## src/logic/sysPkg.sv

```systemverilog
`default_nettype none

package sysPkg;

    // Data path sizes
    localparam int DATA_W    = 8;
    localparam int ADDR_W    = 4;
    localparam int REG_DEPTH = 16;

    typedef logic [DATA_W-1:0]   dataT;
    typedef logic [ADDR_W-1:0]   addrT;
    typedef logic [2*DATA_W-1:0] resultT;

    // Serial bit timing, fixed in place of a prescaler
    localparam int BIT_CYCLES = 16;
    localparam int BIT_CNT_W  = $clog2(BIT_CYCLES);

    typedef logic [BIT_CNT_W-1:0] bitCntT;

    // Last count of a full bit and of half a bit
    localparam bitCntT BIT_LAST  = bitCntT'(BIT_CYCLES - 1);
    localparam bitCntT HALF_LAST = bitCntT'(BIT_CYCLES / 2 - 1);

    // Command opcodes, first byte of every frame sequence
    typedef enum logic [7:0] {
        CMD_WR_REG  = 8'hAA,
        CMD_RD_REG  = 8'hBB,
        CMD_ALU_OPS = 8'hCC,
        CMD_ALU_FN  = 8'hDD
    } cmdT;

    typedef enum logic [2:0] {
        FN_ADD, FN_SUB, FN_MUL, FN_DIV, FN_AND, FN_OR, FN_XOR, FN_CMP
    } aluFunT;

    // Register map
    localparam addrT REG_OP_A  = 4'd0;
    localparam addrT REG_OP_B  = 4'd1;
    localparam addrT REG_CFG   = 4'd2;
    // Parity on, even
    localparam dataT CFG_RESET = 8'h01;

endpackage

`default_nettype wire

```

## src/logic/uartRx.sv

```systemverilog
`default_nettype none
`timescale 1ns/1ps

module uartRx (
    input  wire          REF_CLK,
    input  wire          rstN,
    input  wire          rxIn,
    input  wire          parityEn,
    input  wire          parityOdd,
    output sysPkg::dataT rxData,
    output logic         rxValid,
    output logic         parityErr,
    output logic         stopErr
);
    import sysPkg::*;

    typedef enum logic [2:0] {
        ST_IDLE, ST_START, ST_DATA, ST_PARITY, ST_STOP
    } rxStateT;

    rxStateT    state;
    bitCntT     cnt;
    logic [2:0] idx;
    // Input synchronizer plus one stage for edge detection
    logic [2:0] rxSync;
    dataT       shReg;
    logic       parBit;
    logic       rxBit;
    logic       fallEdge;
    logic       parBad;

    assign rxBit    = rxSync[1];
    assign fallEdge = rxSync[2] & ~rxSync[1];
    // Data bits xor parity bit must match the configured sense
    assign parBad   = parityEn && ((^shReg ^ parBit) != parityOdd);
    assign rxData   = shReg;

    always_ff @(posedge REF_CLK or negedge rstN) begin
        if (!rstN) begin
            rxSync    <= 3'b111;
            state     <= ST_IDLE;
            cnt       <= '0;
            idx       <= '0;
            shReg     <= '0;
            parBit    <= 1'b0;
            rxValid   <= 1'b0;
            parityErr <= 1'b0;
            stopErr   <= 1'b0;
        end else begin
            rxSync    <= {rxSync[1:0], rxIn};
            rxValid   <= 1'b0;
            parityErr <= 1'b0;
            stopErr   <= 1'b0;
            cnt       <= cnt + 1'b1;
            case (state)
                ST_IDLE: begin
                    cnt <= '0;
                    if (fallEdge) begin
                        state <= ST_START;
                    end
                end
                // Confirm the start bit at its middle, else treat as a glitch
                ST_START: begin
                    if (cnt == HALF_LAST) begin
                        cnt   <= '0;
                        idx   <= '0;
                        state <= rxBit ? ST_IDLE : ST_DATA;
                    end
                end
                // LSB first, one sample per bit centre
                ST_DATA: begin
                    if (cnt == BIT_LAST) begin
                        cnt   <= '0;
                        shReg <= {rxBit, shReg[DATA_W-1:1]};
                        idx   <= idx + 1'b1;
                        if (idx == 3'd7) begin
                            state <= parityEn ? ST_PARITY : ST_STOP;
                        end
                    end
                end
                ST_PARITY: begin
                    if (cnt == BIT_LAST) begin
                        cnt    <= '0;
                        parBit <= rxBit;
                        state  <= ST_STOP;
                    end
                end
                // Report at the stop bit centre, a bad frame gives no byte
                ST_STOP: begin
                    if (cnt == BIT_LAST) begin
                        cnt       <= '0;
                        state     <= ST_IDLE;
                        rxValid   <= rxBit && !parBad;
                        parityErr <= parBad;
                        stopErr   <= !rxBit;
                    end
                end
                default: state <= ST_IDLE;
            endcase
        end
    end

    noValidWithParityErr: assert property (
        @(posedge REF_CLK) disable iff (!rstN) !(rxValid && parityErr)
    );

endmodule

`default_nettype wire

```

## src/logic/uartTx.sv

```systemverilog
`default_nettype none
`timescale 1ns/1ps

module uartTx (
    input  wire               REF_CLK,
    input  wire               rstN,
    input  wire               txStart,
    input  wire sysPkg::dataT txData,
    input  wire               parityEn,
    input  wire               parityOdd,
    output logic              txOut,
    output logic              txBusy
);
    import sysPkg::*;

    typedef enum logic [2:0] {
        ST_IDLE, ST_START, ST_DATA, ST_PARITY, ST_STOP
    } txStateT;

    txStateT    state;
    bitCntT     cnt;
    logic [2:0] idx;
    dataT       shReg;
    logic       parBit;
    logic       parEnL;
    logic       bitEnd;

    assign bitEnd = (cnt == BIT_LAST);
    assign txBusy = (state != ST_IDLE);

    always_ff @(posedge REF_CLK or negedge rstN) begin
        if (!rstN) begin
            state  <= ST_IDLE;
            cnt    <= '0;
            idx    <= '0;
            shReg  <= '0;
            parBit <= 1'b0;
            parEnL <= 1'b0;
            txOut  <= 1'b1;
        end else begin
            cnt <= bitEnd ? '0 : cnt + 1'b1;
            case (state)
                // Latch byte and frame format, start bit goes out next cycle
                ST_IDLE: begin
                    cnt <= '0;
                    if (txStart) begin
                        shReg  <= txData;
                        parBit <= ^txData ^ parityOdd;
                        parEnL <= parityEn;
                        txOut  <= 1'b0;
                        state  <= ST_START;
                    end
                end
                ST_START: begin
                    if (bitEnd) begin
                        txOut <= shReg[0];
                        shReg <= shReg >> 1;
                        idx   <= '0;
                        state <= ST_DATA;
                    end
                end
                ST_DATA: begin
                    if (bitEnd) begin
                        idx <= idx + 1'b1;
                        if (idx == 3'd7) begin
                            // Parity bit if enabled, else straight to stop
                            txOut <= parEnL ? parBit : 1'b1;
                            state <= parEnL ? ST_PARITY : ST_STOP;
                        end else begin
                            txOut <= shReg[0];
                            shReg <= shReg >> 1;
                        end
                    end
                end
                ST_PARITY: begin
                    if (bitEnd) begin
                        txOut <= 1'b1;
                        state <= ST_STOP;
                    end
                end
                // Busy drops once the stop bit has ended
                ST_STOP: begin
                    if (bitEnd) begin
                        state <= ST_IDLE;
                    end
                end
                default: state <= ST_IDLE;
            endcase
        end
    end

    noStartWhileBusy: assert property (
        @(posedge REF_CLK) disable iff (!rstN) !(txStart && txBusy)
    );

endmodule

`default_nettype wire

```

## src/logic/regFile.sv

```systemverilog
`default_nettype none
`timescale 1ns/1ps

module regFile (
    input  wire               REF_CLK,
    input  wire               rstN,
    input  wire               wrEn,
    input  wire               rdEn,
    input  wire sysPkg::addrT addr,
    input  wire sysPkg::dataT wrData,
    output sysPkg::dataT      rdData,
    output logic              rdValid,
    output sysPkg::dataT      opA,
    output sysPkg::dataT      opB,
    output logic              parityEn,
    output logic              parityOdd
);
    import sysPkg::*;

    dataT regs [REG_DEPTH];

    // Operands and frame settings always visible
    assign opA       = regs[REG_OP_A];
    assign opB       = regs[REG_OP_B];
    assign parityEn  = regs[REG_CFG][0];
    assign parityOdd = regs[REG_CFG][1];

    always_ff @(posedge REF_CLK or negedge rstN) begin
        if (!rstN) begin
            // Config register comes up with parity on, even
            for (int i = 0; i < REG_DEPTH; i++) begin
                regs[i] <= (i == REG_CFG) ? CFG_RESET : '0;
            end
            rdData  <= '0;
            rdValid <= 1'b0;
        end else begin
            rdValid <= 1'b0;
            if (wrEn) begin
                regs[addr] <= wrData;
            end else if (rdEn) begin
                // Registered read, one cycle latency
                rdData  <= regs[addr];
                rdValid <= 1'b1;
            end
        end
    end

    noWriteWithRead: assert property (
        @(posedge REF_CLK) disable iff (!rstN) !(wrEn && rdEn)
    );

endmodule

`default_nettype wire

```

## src/logic/alu.sv

```systemverilog
`default_nettype none
`timescale 1ns/1ps

module alu (
    input  wire                 REF_CLK,
    input  wire                 rstN,
    input  wire                 aluEn,
    input  wire sysPkg::aluFunT aluFun,
    input  wire sysPkg::dataT   opA,
    input  wire sysPkg::dataT   opB,
    output sysPkg::resultT      aluOut,
    output logic                aluValid
);
    import sysPkg::*;

    resultT result;

    always_comb begin
        result = '0;
        case (aluFun)
            FN_ADD: result = resultT'(opA) + resultT'(opB);
            // Wraps in 16 bits when B exceeds A
            FN_SUB: result = resultT'(opA) - resultT'(opB);
            FN_MUL: result = resultT'(opA) * resultT'(opB);
            // Divide by zero yields zero
            FN_DIV: result = (opB == '0) ? '0 : resultT'(opA / opB);
            FN_AND: result = {{DATA_W{1'b0}}, opA & opB};
            FN_OR:  result = {{DATA_W{1'b0}}, opA | opB};
            FN_XOR: result = {{DATA_W{1'b0}}, opA ^ opB};
            // Compare codes 1 greater, 2 equal, 3 less
            FN_CMP: begin
                if (opA > opB) begin
                    result = 16'd1;
                end else if (opA == opB) begin
                    result = 16'd2;
                end else begin
                    result = 16'd3;
                end
            end
            default: result = '0;
        endcase
    end

    // Result held until the next operation
    always_ff @(posedge REF_CLK or negedge rstN) begin
        if (!rstN) begin
            aluOut   <= '0;
            aluValid <= 1'b0;
        end else begin
            aluValid <= aluEn;
            if (aluEn) begin
                aluOut <= result;
            end
        end
    end

endmodule

`default_nettype wire

```

## src/logic/sysCtrl.sv

```systemverilog
`default_nettype none
`timescale 1ns/1ps

module sysCtrl (
    input  wire                 REF_CLK,
    input  wire                 rstN,
    input  wire sysPkg::dataT   rxData,
    input  wire                 rxValid,
    output logic                wrEn,
    output logic                rdEn,
    output sysPkg::addrT        addr,
    output sysPkg::dataT        wrData,
    input  wire sysPkg::dataT   rdData,
    input  wire                 rdValid,
    output logic                aluEn,
    output sysPkg::aluFunT      aluFun,
    input  wire sysPkg::resultT aluOut,
    input  wire                 aluValid,
    output sysPkg::dataT        txData,
    output logic                txStart,
    input  wire                 txBusy
);
    import sysPkg::*;

    typedef enum logic [3:0] {
        ST_IDLE, ST_WR_ADDR, ST_WR_DATA, ST_RD_ADDR, ST_OP_A, ST_OP_B, ST_OP_FUN,
        ST_WR_B, ST_ALU_GO, ST_FN_ONLY, ST_WAIT_RES, ST_SEND, ST_SEND_WAIT
    } ctrlStateT;

    ctrlStateT state;
    dataT      opAL;
    dataT      opBL;
    // Reply buffer, low byte first for ALU results
    dataT      replyLo;
    dataT      replyHi;
    logic      replyTwo;
    logic      replySel;

    always_ff @(posedge REF_CLK or negedge rstN) begin
        if (!rstN) begin
            state    <= ST_IDLE;
            wrEn     <= 1'b0;
            rdEn     <= 1'b0;
            aluEn    <= 1'b0;
            txStart  <= 1'b0;
            addr     <= '0;
            wrData   <= '0;
            aluFun   <= FN_ADD;
            txData   <= '0;
            opAL     <= '0;
            opBL     <= '0;
            replyLo  <= '0;
            replyHi  <= '0;
            replyTwo <= 1'b0;
            replySel <= 1'b0;
        end else begin
            // Request strobes are single cycle
            wrEn    <= 1'b0;
            rdEn    <= 1'b0;
            aluEn   <= 1'b0;
            txStart <= 1'b0;
            case (state)
                // Non-opcode bytes are dropped here
                ST_IDLE: begin
                    if (rxValid) begin
                        case (cmdT'(rxData))
                            CMD_WR_REG:  state <= ST_WR_ADDR;
                            CMD_RD_REG:  state <= ST_RD_ADDR;
                            CMD_ALU_OPS: state <= ST_OP_A;
                            CMD_ALU_FN:  state <= ST_FN_ONLY;
                            default:     state <= ST_IDLE;
                        endcase
                    end
                end
                ST_WR_ADDR: begin
                    if (rxValid) begin
                        addr  <= rxData[ADDR_W-1:0];
                        state <= ST_WR_DATA;
                    end
                end
                // Write has no reply
                ST_WR_DATA: begin
                    if (rxValid) begin
                        wrData <= rxData;
                        wrEn   <= 1'b1;
                        state  <= ST_IDLE;
                    end
                end
                ST_RD_ADDR: begin
                    if (rxValid) begin
                        addr  <= rxData[ADDR_W-1:0];
                        rdEn  <= 1'b1;
                        state <= ST_WAIT_RES;
                    end
                end
                ST_OP_A: begin
                    if (rxValid) begin
                        opAL  <= rxData;
                        state <= ST_OP_B;
                    end
                end
                ST_OP_B: begin
                    if (rxValid) begin
                        opBL  <= rxData;
                        state <= ST_OP_FUN;
                    end
                end
                // Operand A write goes out with the function byte
                ST_OP_FUN: begin
                    if (rxValid) begin
                        aluFun <= aluFunT'(rxData[$bits(aluFunT)-1:0]);
                        addr   <= REG_OP_A;
                        wrData <= opAL;
                        wrEn   <= 1'b1;
                        state  <= ST_WR_B;
                    end
                end
                ST_WR_B: begin
                    addr   <= REG_OP_B;
                    wrData <= opBL;
                    wrEn   <= 1'b1;
                    state  <= ST_ALU_GO;
                end
                // Both writes land before the ALU samples
                ST_ALU_GO: begin
                    aluEn <= 1'b1;
                    state <= ST_WAIT_RES;
                end
                // Works on registers 0 and 1 as they stand
                ST_FN_ONLY: begin
                    if (rxValid) begin
                        aluFun <= aluFunT'(rxData[$bits(aluFunT)-1:0]);
                        aluEn  <= 1'b1;
                        state  <= ST_WAIT_RES;
                    end
                end
                ST_WAIT_RES: begin
                    replySel <= 1'b0;
                    if (rdValid) begin
                        replyLo  <= rdData;
                        replyTwo <= 1'b0;
                        state    <= ST_SEND;
                    end else if (aluValid) begin
                        replyLo  <= aluOut[DATA_W-1:0];
                        replyHi  <= aluOut[2*DATA_W-1:DATA_W];
                        replyTwo <= 1'b1;
                        state    <= ST_SEND;
                    end
                end
                ST_SEND: begin
                    if (!txBusy) begin
                        txData  <= replySel ? replyHi : replyLo;
                        txStart <= 1'b1;
                        state   <= ST_SEND_WAIT;
                    end
                end
                // Busy rises only after the start pulse, so skip that cycle
                ST_SEND_WAIT: begin
                    if (!txStart && !txBusy) begin
                        if (replyTwo && !replySel) begin
                            replySel <= 1'b1;
                            state    <= ST_SEND;
                        end else begin
                            state <= ST_IDLE;
                        end
                    end
                end
                default: state <= ST_IDLE;
            endcase
        end
    end

    singleResultSource: assert property (
        @(posedge REF_CLK) disable iff (!rstN) !(rdValid && aluValid)
    );

endmodule

`default_nettype wire

```

## src/logic/sysTop.sv

```systemverilog
`default_nettype none
`timescale 1ns/1ps

module sysTop (
    input  wire  REF_CLK,
    input  wire  rstN,
    input  wire  rxIn,
    output logic txOut,
    output logic parityError,
    output logic stopError
);
    import sysPkg::*;

    // Receiver to controller
    dataT   rxData;
    logic   rxValid;
    // Controller and register file
    logic   wrEn;
    logic   rdEn;
    addrT   addr;
    dataT   wrData;
    dataT   rdData;
    logic   rdValid;
    dataT   opA;
    dataT   opB;
    // Live frame settings from register 2
    logic   parityEn;
    logic   parityOdd;
    // Controller and ALU
    logic   aluEn;
    aluFunT aluFun;
    resultT aluOut;
    logic   aluValid;
    // Controller to transmitter
    dataT   txData;
    logic   txStart;
    logic   txBusy;

    uartRx rxInst (
        .REF_CLK(REF_CLK), .rstN(rstN), .rxIn(rxIn),
        .parityEn(parityEn), .parityOdd(parityOdd),
        .rxData(rxData), .rxValid(rxValid),
        .parityErr(parityError), .stopErr(stopError)
    );

    sysCtrl ctrlInst (
        .REF_CLK(REF_CLK), .rstN(rstN), .rxData(rxData), .rxValid(rxValid),
        .wrEn(wrEn), .rdEn(rdEn), .addr(addr), .wrData(wrData),
        .rdData(rdData), .rdValid(rdValid),
        .aluEn(aluEn), .aluFun(aluFun), .aluOut(aluOut), .aluValid(aluValid),
        .txData(txData), .txStart(txStart), .txBusy(txBusy)
    );

    regFile regFileInst (
        .REF_CLK(REF_CLK), .rstN(rstN), .wrEn(wrEn), .rdEn(rdEn),
        .addr(addr), .wrData(wrData), .rdData(rdData), .rdValid(rdValid),
        .opA(opA), .opB(opB), .parityEn(parityEn), .parityOdd(parityOdd)
    );

    alu aluInst (
        .REF_CLK(REF_CLK), .rstN(rstN), .aluEn(aluEn), .aluFun(aluFun),
        .opA(opA), .opB(opB), .aluOut(aluOut), .aluValid(aluValid)
    );

    uartTx txInst (
        .REF_CLK(REF_CLK), .rstN(rstN), .txStart(txStart), .txData(txData),
        .parityEn(parityEn), .parityOdd(parityOdd),
        .txOut(txOut), .txBusy(txBusy)
    );

endmodule

`default_nettype wire

```

## config.mk

```make
export PLATFORM = sky130hd
export DESIGN_NAME = sysTop
export DESIGN_NICKNAME = d
export VERILOG_FILES = /design/src/logic/sysPkg.sv /design/src/logic/uartRx.sv /design/src/logic/uartTx.sv /design/src/logic/regFile.sv /design/src/logic/alu.sv /design/src/logic/sysCtrl.sv /design/src/logic/sysTop.sv
export SDC_FILE = /design/constraint.sdc
export NUM_CORES = 1
export LEC_CHECK = 0
export BUFFER_PORTS_ARGS = -buffer_cell sky130_fd_sc_hd__buf_4
export CAP_MARGIN = 40
export CORE_MARGIN = 2
export CORE_UTILIZATION = 40
export DETAILED_ROUTE_END_ITERATION = 6
export PLACE_DENSITY = 0.66
export SETUP_SLACK_MARGIN = 0.5
export SLEW_MARGIN = 10
export SYNTH_ARGS = -nofsm -noshare
export SYNTH_HDL_FRONTEND = slang
export SYNTH_HIERARCHICAL = 1
export SYNTH_SLANG_ARGS = --single-unit
```

## constraint.sdc

```tcl
create_clock -name REF_CLK -period 38.7 [get_ports REF_CLK]
set_input_delay 5.805 -clock REF_CLK [delete_from_list [all_inputs] [get_ports REF_CLK]]
set_output_delay 5.805 -clock REF_CLK [all_outputs]
set_load 0.02 [all_outputs]
```

==> results of run 1 <==
==> metrics by stage <==
step | setup WS (ns) | hold slack (ns) | util (%)
4_1_cts | 8.31 | 0.388 | 43.3
2_1_floorplan | 11.43 | 0.345 | -
5_1_grt | 5.53 | 0.387 | 43.3
6_report | 8.15 | 0.390 | 43.3
3_5_place_dp | 8.39 | 0.379 | 41.5
3_3_place_gp | 9.47 | 0.379 | 41.3
==> cells by family (layout without fill, tap and decap cells) <==
kind of cell	count (synthesis)	in the layout	synth area share [%]
fa+ha+maj	206	206	13.6
xor+xnor	79	79	3.42
flops	265	265	31.5
compound gates	490	490	15.6
simple gates	602	602	14.1
mux	310	310	16.8
other cells	1	8	0.0178
buf+inv	222	206	4.89
==> layer usage <==
metal / wire (µm) / track usage [%]
met3: 2670 / 2.06
met1: 24200 / 27.2
met2: 24500 / 31.5
met4: 1280 / 5.10
met5: 0 / 0
==> sequential cells by signal (all words and copies together), names as in the netlist, 8 cells and up <==
register,flops
regFileInst/regs,110
ctrlInst/replyLo,8
ctrlInst/opBL,8
aluInst/aluOut,16
regFileInst/opB,8
rxInst/rxData,8
ctrlInst/txData,8
regFileInst/rdData,8
ctrlInst/wrData,8
ctrlInst/replyHi,8
txInst/shReg,8
regFileInst/opA,8
ctrlInst/opAL,8
==> final timing paths <==
path | startpoint | endpoint | slack, ns
worst min register to register | rxInst/rxSync[0] | rxInst/rxSync[1] | 0.39
worst min-delay path | rxInst/rxSync[0] | rxInst/rxSync[1] | 0.39
worst max-delay path | regFileInst/opB[0] | aluInst/aluOut[0] | 8.15
max in group asynchronous | rstN | regFileInst/rdData[5] | 31.47
min in group asynchronous | rstN | regFileInst/regs[37] | 5.32
worst max register to register | regFileInst/opB[0] | aluInst/aluOut[0] | 8.15
==> layout make-up <==
| class | instances | area (µm²) |
|---|---|---|
| timing repair buffer | 36 | 340 |
| sequential | 265 | 6640 |
| multi-input combinational | 1695 | 13400 |
| inverter | 119 | 447 |
| clock inverter | 8 | 104 |
| clock buffer | 43 | 817 |
| fill | 4914 | 29600 |
| tap | 688 | 861 |
==> placed cells by master (no fill, tap or decap), types with 66 or more instances in the layout <==
cell	count
inv_1	117
mux2_2	194
ha_1	168
mux2i_1	85
nor2_1	203
nand2_1	130
a21oi_1	116
nor3_1	66
o21ai_0	82
dfrtp_1	259
==> metrics.md, run 1 <==
| Metric | Value |
|---|---|
| Status | `finished clean` |
| Die area | `54500 µm²` |
| Antenna Nets Post-Route | `0` |
| CP startpoint kind | `flop` |
| Synth warn | `6` |
| WL per Instance | `18.4 µm` |
| Netlist Area Pre-Place | `21000 µm²` |
| Area leader, netlist | `dfrtp_1` |
| Post-synth ARST share | `100%` |
| CTS tree | `yes` |
| DIE WIDTH | `233 µm` |
| Most used cell, CP | `o21a_1` |
| Most common library cells after synthesis | `dfrtp_1, nor2_1, mux2_2` |
| CTS Buffer Depth | `3` |
| Total GRT Usage | `around a fifth` |
| Sum of negative setup slack | `0 ns` |
| Final setup fails | `0` |
| CP required | `39.12 ns` |
| Post-synth top area share | `30.9%` |
| First-pass GRT wire length | `roughly 86 mm` |
| Largest net degree at the start of global routing | `115` |
| Setup Fix Bufs, Post-CTS | `0` |
| Final min period | `30.55 ns` |
| Initial core utilization | `roughly 40%` |
| Diode count | `0` |
| Largest cells by area after synthesis | `dfrtp_1, mux2_2, ha_1` |
| H-tree depth | `1` |
| Post-Synthesis Cells | `2175` |
| DR vias/cell | `5.79` |
| Worst path depth | `125` |
| Hold Fails Final Rpt | `0` |
| DR iter-0 viols | `1215` |
| Critical path type | `flop to flop` |
| Vias in the first global route | `roughly 16k` |
| Clock root cell | `clkbuf_16` |
| I/O pins | `6` |
| Critical path's slowest cell | `o21ai_1` |
| Clock skew | `0.0158 ns` |
| Port bufs | `5` |
| Dominant synthesized flop cell | `dfrtp_1` |
| Initial antenna violation count | `0` |
| Worst path buffer plus inverter count | `3` |
| FF-to-FF path depth | `~130` |
| Worst skew pair latency | `0.54 ns` |
| Critical path's top delay family | `compound AO/OA/AOI/OAI gates` |
| Total Wirelength | `52.6 mm` |
| CTS Hold Buffers Added | `0` |
| Worst slew pin tran | `0.888 ns` |
| CP endpoint kind | `flop` |
| Detailed Place HPWL | `roughly 38 mm` |
| Drt first pass iters | `5` |
| Register area share after synthesis | `between 30% and 40%` |
| Share of cells above drive strength 1 | `~17%` |
| Max incr delay on CP | `0.65 ns` |
| Rows | `84` |
| Max Cap Viol | `0` |
| Total grt overflow | `0` |
| Vias | `~17k` |
| Post-Layout Cell Count | `2854` |
| Cell variety after synth | `roughly 110` |
| CTS Buf Count | `28` |
| F_max | `32.7 MHz` |
| Post-Place Cells | `2803` |
| Slew HR | `~41%` |
| Period Utilization, post-route | `roughly 79%` |
| Core box area | `52200 µm²` |
| Synthesized area per cell | `9.67 µm²` |
| Worst Path Arrival | `~31 ns` |
| Die height | `233 µm` |
| Most common cell in the synthesized netlist | `dfrtp_1` |
| Area grow syn2layout | `7.46%` |
| NumNets Final | `around 2.4k` |
| GP Congestion | `between 0.8 and 0.9` |
| Number of flops mapped to enable cells by yosys | `0` |
| RSZ-0062 raised after global routing | `false` |
| CP Max Fanout | `13` |
| Worst-path clk slew | `0.06 ns` |
| Seq cells post-synth | `~270` |
| Remaining DRCs | `0` |
| Slew Limit Fails | `0` |
| Resize count post-CTS | `0` |
| Dpl cell area | `21700 µm²` |
| Sink Count | `265` |
| Fin area | `22600 µm²` |
| Worst min-delay path category | `flop to flop` |
| Hold depth | `0` |
Power of run 1 is left out: the tool's default activity adds up to more than one toggle a clock period on the data nets, which glitch-free logic cannot reach.
==> inputs of run 2 (changes only) <==
--- a/config.mk
+++ b/config.mk
@@ -10,7 +10,7 @@
 export CORE_MARGIN = 2
 export CORE_UTILIZATION = 40
 export DETAILED_ROUTE_END_ITERATION = 6
-export PLACE_DENSITY = 0.66
+export PLACE_DENSITY = 0.68
 export SETUP_SLACK_MARGIN = 0.5
 export SLEW_MARGIN = 10
 export SYNTH_ARGS = -nofsm -noshare
==> constraint.sdc (replaced) <==
create_clock -name REF_CLK -period 26.2 [get_ports REF_CLK]
set_input_delay 3.93 -clock REF_CLK [delete_from_list [all_inputs] [get_ports REF_CLK]]
set_output_delay 3.93 -clock REF_CLK [all_outputs]
set_load 0.02 [all_outputs]
==> run 2 against run 1 <==
Net effect:
- clock-buffer cell count stayed put
- critical endpoint unchanged
- sequential share of layout area down 1.4 points
- wire length increased by 7.1%
- critical path depth is 2 higher
- clock skew is 0.012 ns higher
- global-route usage is 0.76 points higher
- core utilization is 2.1 points higher
- cell count grew 2.0%
- worst hold slack worse by 0.033 ns
- first-iteration DRC count up 8.4%
- register-to-register slack lost 6.9 ns
==> metrics.md, run 2 (synthesis gave the netlist of run 1 again) <==
| Metric | Value |
|---|---|
| Worst skew pair latency | `0.56 ns (+0.02 ns)` |
| Total GRT Usage | `20.1% (+0.76 points)` |
| NumNets Final | `2414 (+2.5%)` |
| Remaining DRCs | `0 (unchanged)` |
| Antenna Nets Post-Route | `0 (unchanged)` |
| Largest reg by FF count | `regFileInst/regs` |
| Vias in the first global route | `16.6k (+2.0%)` |
| Hold Fails Final Rpt | `0 (unchanged)` |
| Max incr delay on CP | `0.46 ns (-0.19 ns)` |
| Worst setup path startpoint | `regFileInst/opB[0]` |
| DR vias/cell | `5.84 (+0.74%)` |
| Reg-to-Reg Start | `regFileInst/opB[0]` |
| Leading cell type in the layout, fill and taps excluded | `dfrtp_1` |
| F_max | `40.1 MHz (+22%)` |
| Worst-path clk slew | `0.06 ns (about the same)` |
| First-pass GRT wire length | `88.3 mm (+3.2%)` |
| Detailed Place HPWL | `39.4 mm (+2.9%)` |
| Rows | `84 (unchanged)` |
| Vias | `17.0k (+2.8%)` |
| CP required | `26.64 ns (-12.48 ns)` |
| Worst min-delay path category | `flop to flop` |
| Status | `finished clean` |
| R2r setup slk | `1.25 ns (-6.90 ns)` |
| Initial antenna violation count | `1 (+1)` |
| Final min period | `24.95 ns (-5.60 ns)` |
| Worst Path Arrival | `25.40 ns (-5.57 ns)` |
| I/O pins | `6 (unchanged)` |
| Port bufs | `5 (unchanged)` |
| Die area | `54500 µm² (unchanged)` |
| Hold depth | `0 (unchanged)` |
| Initial core utilization | `40.3% (unchanged)` |
| Clock skew | `0.0281 ns (+0.0123 ns)` |
| Largest net degree at the start of global routing | `99 (-14%)` |
| Top flop regs | `regFileInst/regs (110), aluInst/aluOut (16)` |
| Drt first pass iters | `5 (unchanged)` |
| Area grow syn2layout | `12.8%` |
| R2r endpoint | `aluInst/aluOut[0]` |
| DIE WIDTH | `233 µm (unchanged)` |
| WL per Instance | `19.3 µm (+5.0%)` |
| Final setup margin | `1.25 ns (-6.90 ns)` |
| CTS tree | `yes` |
| GP Congestion | `0.925 (+3.9%)` |
| Total grt overflow | `0 (unchanged)` |
| CTS Buffer Depth | `3 (unchanged)` |
| Diode count | `0 (unchanged)` |
| Die height | `233 µm (unchanged)` |
| Total Wirelength | `56.3 mm (+7.1%)` |
| Core box area | `52200 µm² (unchanged)` |
| RSZ-0062 raised after global routing | `true` |
| Commonest non-fill, non-tap cells in the layout | `dfrtp_1, nor2_1, mux2_2` |
| Share of cells above drive strength 1 | `23.4% (+6.4 points)` |
| Worst slew pin tran | `0.925 ns (+0.0367 ns)` |
| Sink Count | `265 (unchanged)` |
| Max Cap Viol | `0 (unchanged)` |
| Clock root cell | `clkbuf_16` |
| Period Utilization, post-route | `95.2% (+16 points)` |
| Worst slack, placed | `-0.420 ns (-8.81 ns)` |
| Slew HR | `38.3% (-2.2 points)` |
| Hold Crit Endpoint | `rxInst/rxSync[1]` |
| CP Max Fanout | `7 (-6)` |
| Critical path type | `flop to flop` |
| Critical path's slowest cell | `or3b_4` |
| DR iter-0 viols | `1317 (+8.4%)` |
| H-tree depth | `1 (unchanged)` |
| Slew Limit Fails | `0 (unchanged)` |
| CTS Buf Count | `27 (-3.6%)` |
| Max reg flops | `110 (unchanged)` |
| Most used cell, CP | `o21a_1` |
| CP startpoint kind | `flop` |
| Final setup fails | `0 (unchanged)` |
| FF-to-FF path depth | `127 (+1.6%)` |
| CP endpoint kind | `flop` |
| Min-delay src | `rxInst/rxSync[0]` |
==> run 2: cell types whose count changed in the layout (fill, tap and decap cells not counted), moves of 12 or more <==
cell	delta
nor2_1	-13
ha_1	-15
ha_4	+13
a21oi_2	+12
a21oi_1	-19
buf_4	+59
==> run 2: critical path, delay by kind of cell, from the launching register on <==
family,cells,cell delay (ns)
compound gates,72,13.27
simple gates,32,5.53
fa+ha+maj,14,3.42
mux,6,1.96
flops,1,0.39
buf+inv,3,0.27
==> run 2: how the worst max path moves through the flow <==
stage | to | cells after the start | slack [ns]
final | aluInst/aluOut[0] | 127 | 1.25
after global routing | aluInst/aluOut[0] | 130 | 0.07
after global placement | aluInst/aluOut[0] | 122 | 0.31
after floorplan | aluInst/aluOut[0] | 134 | 0.52
after detailed placement | aluInst/aluOut[0] | 124 | -0.42
after CTS | aluInst/aluOut[0] | 128 | 0.53
==> run 2: what timing repair did <==
item	4_1_cts	5_1_grt
setup endpoints to repair	1	1
pin swaps	11	53
buffers inserted	8	33
hold buffers	0	0
gates resized for setup	25	90
==> run 2: cell type report <==
type | count | area (µm²)
clock buffers | 43 | 796
well taps | 688 | 861
flip-flops and latches | 265 | 6640
repair buffers | 97 | 801
inverters | 119 | 458
multi-input cells | 1695 | 14100
clock inverters | 4 | 35.0
fillers | 4828 | 28500
==> run 2: stage by stage <==
step	std cells	TNS, ns	util, %	hold WS [ns]	cell area (µm²)
detailed placement	2823	-0.420	42.1	0.347	22000
CTS	2878	0	44.1	0.357	23000
finish	2911	0	45.4	0.356	23700
global route	2911	0	45.4	0.359	23700
floorplan	2182	0	-	0.345	21200
global placement	2816	0	41.9	0.347	21900
==> run 2: per-layer routing <==
layer	track usage [%]	vias up	share of wire [%]
met3	2.62	116	5.4
met4	6.45	2	3.0
met2	33.0	537	48
li1	-	7914	-
met1	27.3	8418	44
met5	0	-	0.023
Power of run 2 is left out for the same reason.
